[src/include/dcache_params.svh]
// sizes are fixed for 32-bit byte addresses, two-word blocks and two ways; other values are untested
`ifndef DCACHE_PARAMS_SVH
`define DCACHE_PARAMS_SVH

// data word and byte address width
`define DCACHE_WORD_W 32

// set index bits, address bits [5:3]
`define DCACHE_INDEX_W 3

// number of sets, must equal 2**DCACHE_INDEX_W
`define DCACHE_SETS 8

// tag bits, address bits [31:6]
`define DCACHE_TAG_W 26

// byte offset bits, address bits [1:0], ignored by the cache
`define DCACHE_BYTE_OFF_W 2

// block word select sits just above the byte offset, one bit wide
// tag + index + word select + byte offset must add up to DCACHE_WORD_W

`endif

[src/design/dcache_pkg.sv]
// shared cache types; widths come from dcache_params.svh, word-aligned accesses only
`include "dcache_params.svh"

package dcache_pkg;

  // meaningful widths
  typedef logic [`DCACHE_WORD_W-1:0]  word_t;
  typedef logic [`DCACHE_TAG_W-1:0]   tag_t;
  typedef logic [`DCACHE_INDEX_W-1:0] index_t;
  typedef logic                       way_t;
  typedef logic                       blk_t;

  // one cache frame, data[1] is the upper word of the block
  typedef struct packed {
    logic           valid;
    logic           dirty;
    tag_t           tag;
    word_t [1:0]    data;
  } dcache_frame_t;

  // cpu side request, held until dhit
  typedef struct packed {
    logic  ren;
    logic  wen;
    word_t addr;
    word_t store;
  } cpu_req_t;

  // memory side request, one word per transfer
  typedef struct packed {
    logic  ren;
    logic  wen;
    word_t addr;
    word_t store;
  } mem_req_t;

  // one frame update per cycle
  // en writes wdata into the word picked by wsel
  // set_valid also loads tag
  typedef struct packed {
    logic   en;
    way_t   way;
    index_t index;
    blk_t   wsel;
    word_t  wdata;
    logic   set_valid;
    logic   set_dirty;
    logic   clr_dirty;
    tag_t   tag;
    logic   lru_we;
    way_t   lru;
  } frame_upd_t;

  typedef enum logic [3:0] {
    idle,
    wb0,
    wb1,
    fetch0,
    fetch1,
    flush_scan,
    flush0,
    flush1,
    halted
  } cache_state_t;

endpackage

[src/design/dcache_frames.sv]
// two ways of DCACHE_SETS frames plus one LRU bit per set; one update per cycle, all state reset
`timescale 1ns/1ns
`include "dcache_params.svh"

module dcache_frames (
  input  logic                      CLK,
  input  logic                      nRST,
  input  dcache_pkg::index_t        cpu_index,
  input  dcache_pkg::index_t        flush_index,
  input  dcache_pkg::frame_upd_t    upd,
  output dcache_pkg::dcache_frame_t cpu_frame0,
  output dcache_pkg::dcache_frame_t cpu_frame1,
  output dcache_pkg::way_t          cpu_lru,
  output dcache_pkg::dcache_frame_t flush_frame0,
  output dcache_pkg::dcache_frame_t flush_frame1
);

  // frame store, first index is the way
  dcache_pkg::dcache_frame_t frames [0:1][0:`DCACHE_SETS-1];

  // lru bit names the way to evict next
  dcache_pkg::way_t lru_bits [0:`DCACHE_SETS-1];

  always_ff @(posedge CLK or negedge nRST)
  begin
    if (!nRST)
    begin
      for (int w = 0; w < 2; w++)
      begin
        for (int s = 0; s < `DCACHE_SETS; s++)
        begin
          frames[w][s] <= '0;
        end
      end
      for (int s = 0; s < `DCACHE_SETS; s++)
      begin
        lru_bits[s] <= '0;
      end
    end
    else
    begin
      // word write, hit store or fill
      if (upd.en)
      begin
        frames[upd.way][upd.index].data[upd.wsel] <= upd.wdata;
      end
      // tag goes in with valid
      if (upd.set_valid)
      begin
        frames[upd.way][upd.index].valid <= 1'b1;
        frames[upd.way][upd.index].tag   <= upd.tag;
      end
      // set wins over clear
      if (upd.set_dirty)
      begin
        frames[upd.way][upd.index].dirty <= 1'b1;
      end
      else if (upd.clr_dirty)
      begin
        frames[upd.way][upd.index].dirty <= 1'b0;
      end
      if (upd.lru_we)
      begin
        lru_bits[upd.index] <= upd.lru;
      end
    end
  end

  // cpu set read port
  assign cpu_frame0 = frames[0][cpu_index];
  assign cpu_frame1 = frames[1][cpu_index];
  assign cpu_lru    = lru_bits[cpu_index];

  // flush row read port, walked by the controller
  assign flush_frame0 = frames[0][flush_index];
  assign flush_frame1 = frames[1][flush_index];

  // a block only turns dirty through a store that also keeps it valid
  property p_dirty_needs_valid;
    @(posedge CLK) disable iff (!nRST)
      upd.set_dirty |-> (upd.set_valid && upd.en);
  endproperty
  a_dirty_needs_valid: assert property (p_dirty_needs_valid)
    else $error("dcache_frames: dirty set without valid and word write");

endmodule

[src/design/dcache_lookup.sv]
// combinational tag compare for the cpu set; load word is only meaningful while hit is high
`timescale 1ns/1ns
`include "dcache_params.svh"

module dcache_lookup (
  input  dcache_pkg::cpu_req_t      req,
  input  dcache_pkg::dcache_frame_t frame0,
  input  dcache_pkg::dcache_frame_t frame1,
  input  dcache_pkg::way_t          lru,
  output logic                      hit,
  output dcache_pkg::way_t          hit_way,
  output dcache_pkg::way_t          victim_way,
  output logic                      victim_dirty,
  output dcache_pkg::word_t         load
);

  dcache_pkg::tag_t req_tag;
  dcache_pkg::blk_t req_blk;
  logic             hit0;
  logic             hit1;

  // address split, byte offset dropped
  assign req_tag = req.addr[`DCACHE_WORD_W-1 -: `DCACHE_TAG_W];
  assign req_blk = req.addr[`DCACHE_BYTE_OFF_W];

  // a hit needs valid and a matching tag
  assign hit0 = frame0.valid && (frame0.tag == req_tag);
  assign hit1 = frame1.valid && (frame1.tag == req_tag);

  assign hit     = hit0 | hit1;
  assign hit_way = hit1;

  // word within the hit block
  always_comb
  begin
    if (hit1)
    begin
      load = frame1.data[req_blk];
    end
    else
    begin
      load = frame0.data[req_blk];
    end
  end

  // lru names the victim
  assign victim_way   = lru;
  assign victim_dirty = lru ? frame1.dirty : frame0.dirty;

  // fills always go to the lru way after a miss, so one block never lives in both ways
  always_comb
  begin
    a_one_way_hit: assert final ($isunknown({hit0, hit1}) || !(hit0 && hit1))
      else $error("dcache_lookup: both ways hit");
  end

endmodule

[src/design/dcache_ctrl.sv]
// one request at a time; cpu must hold its request until dhit, halt is taken only from idle
`timescale 1ns/1ns
`include "dcache_params.svh"

module dcache_ctrl (
  input  logic                      CLK,
  input  logic                      nRST,
  input  dcache_pkg::cpu_req_t      req,
  input  logic                      halt,
  input  logic                      hit,
  input  dcache_pkg::way_t          hit_way,
  input  dcache_pkg::way_t          victim_way,
  input  logic                      victim_dirty,
  input  dcache_pkg::dcache_frame_t cpu_frame0,
  input  dcache_pkg::dcache_frame_t cpu_frame1,
  input  dcache_pkg::dcache_frame_t flush_frame0,
  input  dcache_pkg::dcache_frame_t flush_frame1,
  input  dcache_pkg::word_t         mem_load,
  input  logic                      dwait,
  output dcache_pkg::frame_upd_t    upd,
  output dcache_pkg::index_t        flush_index,
  output dcache_pkg::mem_req_t      mem,
  output logic                      dhit,
  output logic                      flushed
);

  dcache_pkg::cache_state_t  state;
  dcache_pkg::cache_state_t  next_state;
  dcache_pkg::way_t          fill_way;
  dcache_pkg::way_t          next_fill_way;
  dcache_pkg::way_t          flush_way;
  dcache_pkg::way_t          next_flush_way;
  dcache_pkg::index_t        next_flush_index;
  dcache_pkg::tag_t          req_tag;
  dcache_pkg::index_t        req_index;
  dcache_pkg::blk_t          req_blk;
  dcache_pkg::dcache_frame_t victim_frame;
  dcache_pkg::dcache_frame_t flush_frame;
  logic                      access;

  assign req_tag   = req.addr[`DCACHE_WORD_W-1 -: `DCACHE_TAG_W];
  assign req_index = req.addr[`DCACHE_BYTE_OFF_W+1 +: `DCACHE_INDEX_W];
  assign req_blk   = req.addr[`DCACHE_BYTE_OFF_W];
  assign access    = req.ren | req.wen;

  // way latched at the miss, lru does not move until the next hit
  assign victim_frame = fill_way ? cpu_frame1 : cpu_frame0;
  assign flush_frame  = flush_way ? flush_frame1 : flush_frame0;

  always_ff @(posedge CLK or negedge nRST)
  begin
    if (!nRST)
    begin
      state       <= dcache_pkg::idle;
      fill_way    <= '0;
      flush_way   <= '0;
      flush_index <= '0;
    end
    else
    begin
      state       <= next_state;
      fill_way    <= next_fill_way;
      flush_way   <= next_flush_way;
      flush_index <= next_flush_index;
    end
  end

  always_comb
  begin
    next_state       = state;
    next_fill_way    = fill_way;
    next_flush_way   = flush_way;
    next_flush_index = flush_index;
    upd              = '0;
    mem              = '0;
    dhit             = 1'b0;

    case (state)
      dcache_pkg::idle:
      begin
        // halt beats any request
        if (halt)
        begin
          next_state       = dcache_pkg::flush_scan;
          next_flush_index = '0;
        end
        else if (access && hit)
        begin
          dhit       = 1'b1;
          upd.way    = hit_way;
          upd.index  = req_index;
          // other way becomes the victim
          upd.lru_we = 1'b1;
          upd.lru    = ~hit_way;
          if (req.wen)
          begin
            upd.en        = 1'b1;
            upd.wsel      = req_blk;
            upd.wdata     = req.store;
            upd.set_valid = 1'b1;
            upd.set_dirty = 1'b1;
            upd.tag       = req_tag;
          end
        end
        else if (access)
        begin
          // miss, dirty victim goes out first
          next_fill_way = victim_way;
          next_state    = victim_dirty ? dcache_pkg::wb0 : dcache_pkg::fetch0;
        end
      end

      dcache_pkg::wb0,
      dcache_pkg::wb1:
      begin
        mem.wen   = 1'b1;
        mem.addr  = {victim_frame.tag, req_index, state == dcache_pkg::wb1,
                     {`DCACHE_BYTE_OFF_W{1'b0}}};
        mem.store = victim_frame.data[state == dcache_pkg::wb1];
        if (!dwait)
        begin
          next_state = (state == dcache_pkg::wb0) ? dcache_pkg::wb1 : dcache_pkg::fetch0;
        end
      end

      dcache_pkg::fetch0,
      dcache_pkg::fetch1:
      begin
        mem.ren   = 1'b1;
        mem.addr  = {req_tag, req_index, state == dcache_pkg::fetch1,
                     {`DCACHE_BYTE_OFF_W{1'b0}}};
        upd.way   = fill_way;
        upd.index = req_index;
        upd.wsel  = (state == dcache_pkg::fetch1);
        upd.wdata = mem_load;
        upd.tag   = req_tag;
        if (!dwait)
        begin
          upd.en = 1'b1;
          if (state == dcache_pkg::fetch1)
          begin
            // block complete, fresh tag and clean
            upd.set_valid = 1'b1;
            upd.clr_dirty = 1'b1;
            next_state    = dcache_pkg::idle;
          end
          else
          begin
            next_state = dcache_pkg::fetch1;
          end
        end
      end

      dcache_pkg::flush_scan:
      begin
        // way 0 first, a set is revisited until both ways are clean
        if (flush_frame0.dirty)
        begin
          next_flush_way = 1'b0;
          next_state     = dcache_pkg::flush0;
        end
        else if (flush_frame1.dirty)
        begin
          next_flush_way = 1'b1;
          next_state     = dcache_pkg::flush0;
        end
        else if (flush_index == dcache_pkg::index_t'(`DCACHE_SETS - 1))
        begin
          next_state = dcache_pkg::halted;
        end
        else
        begin
          next_flush_index = flush_index + 1'b1;
        end
      end

      dcache_pkg::flush0,
      dcache_pkg::flush1:
      begin
        mem.wen   = 1'b1;
        mem.addr  = {flush_frame.tag, flush_index, state == dcache_pkg::flush1,
                     {`DCACHE_BYTE_OFF_W{1'b0}}};
        mem.store = flush_frame.data[state == dcache_pkg::flush1];
        upd.way   = flush_way;
        upd.index = flush_index;
        if (!dwait)
        begin
          if (state == dcache_pkg::flush1)
          begin
            upd.clr_dirty = 1'b1;
            next_state    = dcache_pkg::flush_scan;
          end
          else
          begin
            next_state = dcache_pkg::flush1;
          end
        end
      end

      // terminal until reset
      dcache_pkg::halted:
      begin
        next_state = dcache_pkg::halted;
      end

      default:
      begin
        next_state = dcache_pkg::idle;
      end
    endcase
  end

  assign flushed = (state == dcache_pkg::halted);

  // memory port carries one direction per transfer
  a_mem_one_dir: assert property (@(posedge CLK) disable iff (!nRST) !(mem.ren && mem.wen))
    else $error("dcache_ctrl: mem ren and wen both high");

  // flushed holds until reset
  a_flushed_holds: assert property (@(posedge CLK) disable iff (!nRST) flushed |=> flushed)
    else $error("dcache_ctrl: flushed fell before reset");

endmodule

[src/design/dcache_top.sv]
// data cache top; memory port waits on dwait, cpu request must stay stable until dhit
`timescale 1ns/1ns
`include "dcache_params.svh"

module dcache_top (
  input  logic                 CLK,
  input  logic                 nRST,
  input  dcache_pkg::cpu_req_t cpu_req,
  input  logic                 halt,
  output logic                 dhit,
  output dcache_pkg::word_t    dload,
  output logic                 flushed,
  output dcache_pkg::mem_req_t mem,
  input  dcache_pkg::word_t    mem_load,
  input  logic                 dwait
);

  dcache_pkg::frame_upd_t    upd;
  dcache_pkg::index_t        flush_index;
  dcache_pkg::dcache_frame_t cpu_frame0;
  dcache_pkg::dcache_frame_t cpu_frame1;
  dcache_pkg::dcache_frame_t flush_frame0;
  dcache_pkg::dcache_frame_t flush_frame1;
  dcache_pkg::way_t          cpu_lru;
  logic                      hit;
  dcache_pkg::way_t          hit_way;
  dcache_pkg::way_t          victim_way;
  logic                      victim_dirty;

  // storage, set picked straight from the request address
  dcache_frames u_frames (
    .CLK          (CLK),
    .nRST         (nRST),
    .cpu_index    (cpu_req.addr[`DCACHE_BYTE_OFF_W+1 +: `DCACHE_INDEX_W]),
    .flush_index  (flush_index),
    .upd          (upd),
    .cpu_frame0   (cpu_frame0),
    .cpu_frame1   (cpu_frame1),
    .cpu_lru      (cpu_lru),
    .flush_frame0 (flush_frame0),
    .flush_frame1 (flush_frame1)
  );

  // hit and load word go straight to the cpu
  dcache_lookup u_lookup (
    .req          (cpu_req),
    .frame0       (cpu_frame0),
    .frame1       (cpu_frame1),
    .lru          (cpu_lru),
    .hit          (hit),
    .hit_way      (hit_way),
    .victim_way   (victim_way),
    .victim_dirty (victim_dirty),
    .load         (dload)
  );

  dcache_ctrl u_ctrl (
    .CLK          (CLK),
    .nRST         (nRST),
    .req          (cpu_req),
    .halt         (halt),
    .hit          (hit),
    .hit_way      (hit_way),
    .victim_way   (victim_way),
    .victim_dirty (victim_dirty),
    .cpu_frame0   (cpu_frame0),
    .cpu_frame1   (cpu_frame1),
    .flush_frame0 (flush_frame0),
    .flush_frame1 (flush_frame1),
    .mem_load     (mem_load),
    .dwait        (dwait),
    .upd          (upd),
    .flush_index  (flush_index),
    .mem          (mem),
    .dhit         (dhit),
    .flushed      (flushed)
  );

endmodule

[config.mk]
export PLATFORM = sky130hd
export DESIGN_NAME = dcache_top
export DESIGN_NICKNAME = d
export VERILOG_FILES = /design/src/design/dcache_pkg.sv /design/src/design/dcache_frames.sv /design/src/design/dcache_lookup.sv /design/src/design/dcache_ctrl.sv /design/src/design/dcache_top.sv
export VERILOG_INCLUDE_DIRS = /design/src /design/src/include
export SDC_FILE = /design/constraint.sdc
export NUM_CORES = 2
export LEC_CHECK = 0
export BUFFER_PORTS_ARGS = -buffer_cell sky130_fd_sc_hd__buf_2
export CAP_MARGIN = 15
export CORE_AREA = 2 2 576 578
export CTS_BUF_LIST = sky130_fd_sc_hd__clkbuf_4 sky130_fd_sc_hd__clkbuf_8
export DETAILED_ROUTE_END_ITERATION = 7
export DIE_AREA = 0 0 578 580
export GPL_TIMING_DRIVEN = 1
export SYNTH_ARGS = -nofsm -noshare
export SYNTH_HDL_FRONTEND = slang
export SYNTH_SLANG_ARGS = --single-unit
[constraint.sdc]
create_clock -name CLK -period 14.69 [get_ports CLK]
set_input_delay 2.938 -clock CLK [delete_from_list [all_inputs] [get_ports CLK]]
set_output_delay 2.938 -clock CLK [all_outputs]
set_load 0.02 [all_outputs]
Word-level counts from Yosys, hierarchy flattened:

Cells that the tools add are included.

* register bits: 1489
* input bits: 102
* output and inout port bits: 100
* word-level logic and storage cells: 255

* $add $sub $neg: 1
* magnitude comparators: 11
* equal/unequal tests: 21
* multiplexer cells: 104
* bitwise operators: 9
* reduce and logical (&&, ||, !) cells: 17

Operators by type and width (number)
* bitwise mux 1472 bit: 5
* 2-to-1 mux 1472 bit: 4
* demux 736 bit (select 1 bit): 4
* 2-to-1 mux 736 bit: 4
* binary-select mux 92 bit (select 3 bit): 4
* demux 92 bit (select 3 bit): 4
* 2-to-1 mux 92 bit: 5
* 2-to-1 mux 91 bit: 5
* 2-to-1 mux 32 bit: 10
* 2-to-1 mux 90 bit: 3
* case mux 32 bit (3 select lines): 1
* 2-to-1 mux 40 bit: 2
* case mux 34 bit (2 select lines): 1
* 2-to-1 mux 64 bit: 1
* case mux 32 bit (2 select lines): 1
* 2-to-1 mux 28 bit: 2
* equality test 26 bit: 2
* case mux 26 bit (2 select lines): 1
* 2-to-1 mux 4 bit: 9
* 2-to-1 mux 35 bit: 1
* demux 32 bit (select 1 bit): 1
* 2-to-1 mux 26 bit: 1
* case mux 4 bit (6 select lines): 1
* 2-to-1 mux 1 bit: 19
* 37 further kinds: 72

Depth between registers and ports, before layout:

* word-level depth: 27
* depth in mapped cells: 20
* mapped depth without buffers: 10

Modules after synthesis:

A second synthesis with hierarchy kept.

* cells, all modules: 5233
* area total of the unflattened synthesis: 82679.3 um2

By module, submodules not included
* dcache_frames: times used 1, cells an instance 4650, area an instance 77053.9 um2, seq. area each 37035.5 um2
* dcache_ctrl: times used 1, cells an instance 471, area an instance 4239.1 um2, seq. area each 225.2 um2
* dcache_lookup: times used 1, cells an instance 112, area an instance 1386.3 um2, seq. area each 0.0 um2

Worst setup path before layout:

OpenSTA, ideal clock, no wires.

* path type: input -> output
* from: input port cpu_req[36] (netlist bit)
* to: output port dload[0]
* arrival time: 6.814 ns
* data required time: 11.752 ns
* setup slack: 4.938 ns
* stages: 14
* path buffers: 7
* path through: buf_2 buf_2 buf_2 buf_1 mux4_2 mux2i_1 xor2_1 nand4_1 nor4_1 and3_1 clkbuf_1 buf_2 buf_1 mux4_2

* longest elaborated chain between the ends: 7
* elaborated cells between the ends (all ways): 14
* classes of those cells: eq/ne: 1; mux: 11; bitwise: 1; reduce/logical: 1

RTL lines
* from (decl): RTL line dcache_top.sv:8 `input dcache_pkg::cpu_req_t cpu_req,`
* inverter 3 -> 4 bit (implied by the code) *: RTL line dcache_frames.sv:70, dcache_frames.sv:71
* binary-select mux 92 bit (select 3 bit) (on tied branches): RTL line dcache_frames.sv:71, dcache_frames.sv:70
* 2-to-1 mux 92 bit (on tied branches) (2 in a row): RTL line dcache_frames.sv:71, dcache_frames.sv:70
* equality test 26 bit (tied with other cells): RTL line dcache_lookup.sv:28 `assign hit1 = frame1.valid && (frame1.tag == req_tag);`
* logical AND 1 bit (tied with other cells): RTL line dcache_lookup.sv:28
* 2-to-1 mux 32 bit *: RTL line dcache_lookup.sv:36 `if (hit1)`
* to (decl): RTL line dcache_top.sv:11 `output dcache_pkg::word_t dload,`

Mark *: on every way between the ends. The rest lies on a longest branch, timed or not. The select of a mux whose other input is x is not followed.

Worst setup path in the final report:

* from: input port cpu_req[35] (netlist bit)
* to: output port dload[1]

The elaborated chain is that of the path after synthesis.

==> flow_metrics.env <==
export IMPL_status="finished, final reports clean"
export IMPL_post_cts_setup_buffers=0
export IMPL_cts_buffer_depth=4
export IMPL_grt_pass1_vias=56032
export IMPL_die_area_um2=335200
export IMPL_async_flop_share=1.000
export IMPL_cp_max_fo=53
export IMPL_crit_path_end_kind="primary output"
export IMPL_hold_viol=0
export IMPL_track_usage=0.1583
export IMPL_hold_ws_ns=0.4678
export IMPL_route_detailed_drc=0
export IMPL_syn_to_final_growth_pct=14.07
export IMPL_max_freq_mhz=85.46
export IMPL_die_h_um=580
export IMPL_die_width_um=578
export IMPL_synth_area_um2=82020
export IMPL_synth_xor_area_frac=0.004805
export IMPL_clock_root_buffer="clkbuf_8"
export IMPL_synth_top_family_by_area="multiplexers"
export IMPL_critPathKind="input port to primary output"
export IMPL_cts_max_level=4
export IMPL_fin_nets=5694
export IMPL_cts_tree="built"
export IMPL_synth_cells=5571
export IMPL_place_port_buffers=197
export IMPL_skew_ns=0.1714
export IMPL_drv_slew=0
export IMPL_cp_arrival_ns=8.76
export IMPL_grt_pass1_wl_um=393900
export IMPL_yosysWarnings=0
export IMPL_synth_cell_types=73
export IMPL_drive_above_1_share=0.5371
export IMPL_numCtsBuffers=247
export IMPL_tightest_slew_ns=1.319
export IMPL_synth_seq_cells=1489
export IMPL_power_share_switching=0.3378
export IMPL_finalCritPeriodShare=0.7965
export IMPL_p_leak_nw=42.27
export IMPL_critPathLaunchType="input port"
export IMPL_wl_per_cell_um=26.74
export IMPL_hp_class="flip-flop to flip-flop"
export IMPL_cts_sinks=1489
export IMPL_ctsResizeCount=0
export IMPL_final_min_clock_period_ns=11.70
export IMPL_clkTransAtPathRegs_ns=0.07
export IMPL_synth_area_top_cells="dfrtp_1 45%, mux4_2 22%, mux2_2 19%"
export IMPL_synth_ff_type="dfrtp_1"
export IMPL_rsz0062_at_grt="no"
export IMPL_vias_per_cell=5.274
export IMPL_num_io_pins=202
export IMPL_firstDrtPassIters=5
export IMPL_final_area_um2=93560
export IMPL_placed_area_um2=87670
export IMPL_grt_ovfl_total=0
export IMPL_seq_area_frac_synth=0.4543
export IMPL_netlist_area_leader_share=0.4543
export IMPL_powerDensity_nw_per_um2=129.0
export IMPL_p_clk_frac=0.343
export IMPL_tns_ns=0
export IMPL_synth_edf_count=0
export IMPL_drtIter0Drc=4847
export IMPL_cap_violations=0
export IMPL_power_w=0.01207
export IMPL_pwr_share_seq=0.390
export IMPL_ir_worst_vdd_mv=0.1460
export IMPL_grt_max_degree=171
export IMPL_p_sw_w=0.004078
export IMPL_synthAdderAreaFrac=0.0003051
export IMPL_drtAntennaViolNets=0
export IMPL_reg2reg_depth=12
export IMPL_yosys_area_top_type="dfrtp_1"
export IMPL_post_dp_hpwl_um=149300
export IMPL_clk_latency_ns=1.04
export IMPL_antenna_found_initial=21
export IMPL_p_comb_frac=0.267
export IMPL_avgSynthCellArea_um2=14.72
export IMPL_vias=53618
export IMPL_place_congestion=0.8020
export IMPL_synth_simple_area_share=0.03177
export IMPL_final_util=0.2842
export IMPL_synth_compound_area_frac=0.03245
export IMPL_drt_wl_total_um=271900
export IMPL_rows=211
export IMPL_relSlewSlack=0.1116
export IMPL_finalSetupViolations=0
export IMPL_intPower_w=0.007996
export IMPL_required_ns=11.75
export IMPL_muxShareOfSynthArea=0.4461
export IMPL_hold_path_depth=1
export IMPL_cts_hold_buffers=0
export IMPL_start_util=0.2491
export IMPL_coreArea_um2=329200
## logic make-up after synthesis
group,count (synthesis)
flip-flops,1489
adder cells (fa/ha/maj),2
other,1
buffers and inverters,604
XOR/XNOR,45
multiplexers,2463
AND/OR/NAND/NOR,588
AO/OA/AOI/OAI,379
## cell usage in the layout (no fill, tap or decap), types with 34 or more instances in the layout
cell	netlist	final
nor2_1	46	36
o22ai_1	34	34
clkinv_2	0	40
mux2_2	1409	1409
mux4_2	798	798
mux2i_1	204	204
buf_2	73	192
nand2_1	377	372
clkbuf_8	0	329
dfrtp_1	1489	1483
a22o_1	35	35
a21oi_1	35	34
buf_4	11	125
o21ai_0	88	87
clkbuf_4	0	58
o211ai_1	46	46
## synth_stat cells, drive strengths merged (3+ instances only)
master  count
a221o      24
dfrtp    1489
mux2     1460
buf       230
or3         5
a32oi      18
o31a        3
xor2       22
nand4       6
mux4      799
clkbuf    340
a211o       3
and3        6
o21a        5
nand2     377
a31oi      20
mux2i     204
a21oi      35
o211ai     46
o22ai      34
a22o       35
o41ai      12
a22oi      26
or2        13
and2       29
or4b        4
nor3       19
nand3      42
nand2b     13
nor4       11
or4         4
xnor2      23
a211oi     12
nor2b       4
nor2       46
o21ai      89
inv        33
## stage by stage
| step | cells | setup WS, ns |
|---|---|---|
| final | 10166 | 2.989 |
| after global routing | 10157 | 2.703 |
| after CTS | 10144 | 2.973 |
| after detailed placement | 9697 | 2.983 |
| after global placement | 9697 | 2.949 |
| after floorplan | 5572 | 4.938 |
## flip-flops by register name (all words and copies together), names as in the netlist
name	count
u_ctrl.flush_way	1
u_ctrl.state	4
u_ctrl.flush_index	3
u_frames.frames	1472
u_frames.lru_bits	8
u_ctrl.fill_way	1
## layout make-up
cell class / instances / area, um^2
tap: 4366 / 5463
antenna: 12 / 30.03
timing repair buffer: 339 / 2384
inverter: 34 / 140.1
sequential: 1489 / 37280
fill: 32897 / 235700
clock inverter: 60 / 630.6
multi-input combinational: 3479 / 42670
clock buffer: 387 / 4964
## critical path, cell delays in order
cell and delay [ns]:
buf_8 0.46, buf_4 0.48, mux4_2 0.58, mux2i_1 0.20, xnor2_1 0.11, nor4_1 0.90, and4_1 0.36, nand3_2 0.72
buf_4 0.56, nand2_1 0.09, o21ai_0 0.08, o21ai_0 0.80, buf_2 0.32
## power groups by stage
stage	sequential (W)	combinational, W	clock [W]
after floorplan	0.00461	0.00214	0
after global placement	0.00474	0.00310	0
after detailed placement	0.00477	0.00316	0
after CTS	0.00470	0.00316	0.00423
after global routing	0.00475	0.00339	0.00441
final	0.00471	0.00322	0.00414
## layer usage
layer	up-vias	part of all wire	track usage	routed length, um
met5	-	0.00040	0	108
met1	29186	0.39	0.1966	107000
met3	655	0.070	0.02997	18950
met2	2180	0.48	0.2638	131300
li1	21579	-	-	-
met4	18	0.054	0.07584	14570
## final timing paths
| kind | start | endpoint | slack (ns) |
|---|---|---|---|
| max | cpu_req[35] | dload[1] | 2.99 |
| min | u_frames.frames[919]$_DFFE_PN0P_ | u_frames.frames[919]$_DFFE_PN0P_ | 0.47 |
| max reg2reg | u_frames.frames[445]$_DFFE_PN0P_ | u_frames.frames[1351]$_DFFE_PN0P_ | 7.60 |
| min reg2reg | u_frames.frames[919]$_DFFE_PN0P_ | u_frames.frames[919]$_DFFE_PN0P_ | 0.47 |
| max in group asynchronous | nRST | u_frames.frames[1045]$_DFFE_PN0P_ | 10.23 |
| min in group asynchronous | nRST | u_frames.frames[1434]$_DFFE_PN0P_ | 2.10 |
(Power assumes the default switching activity.)
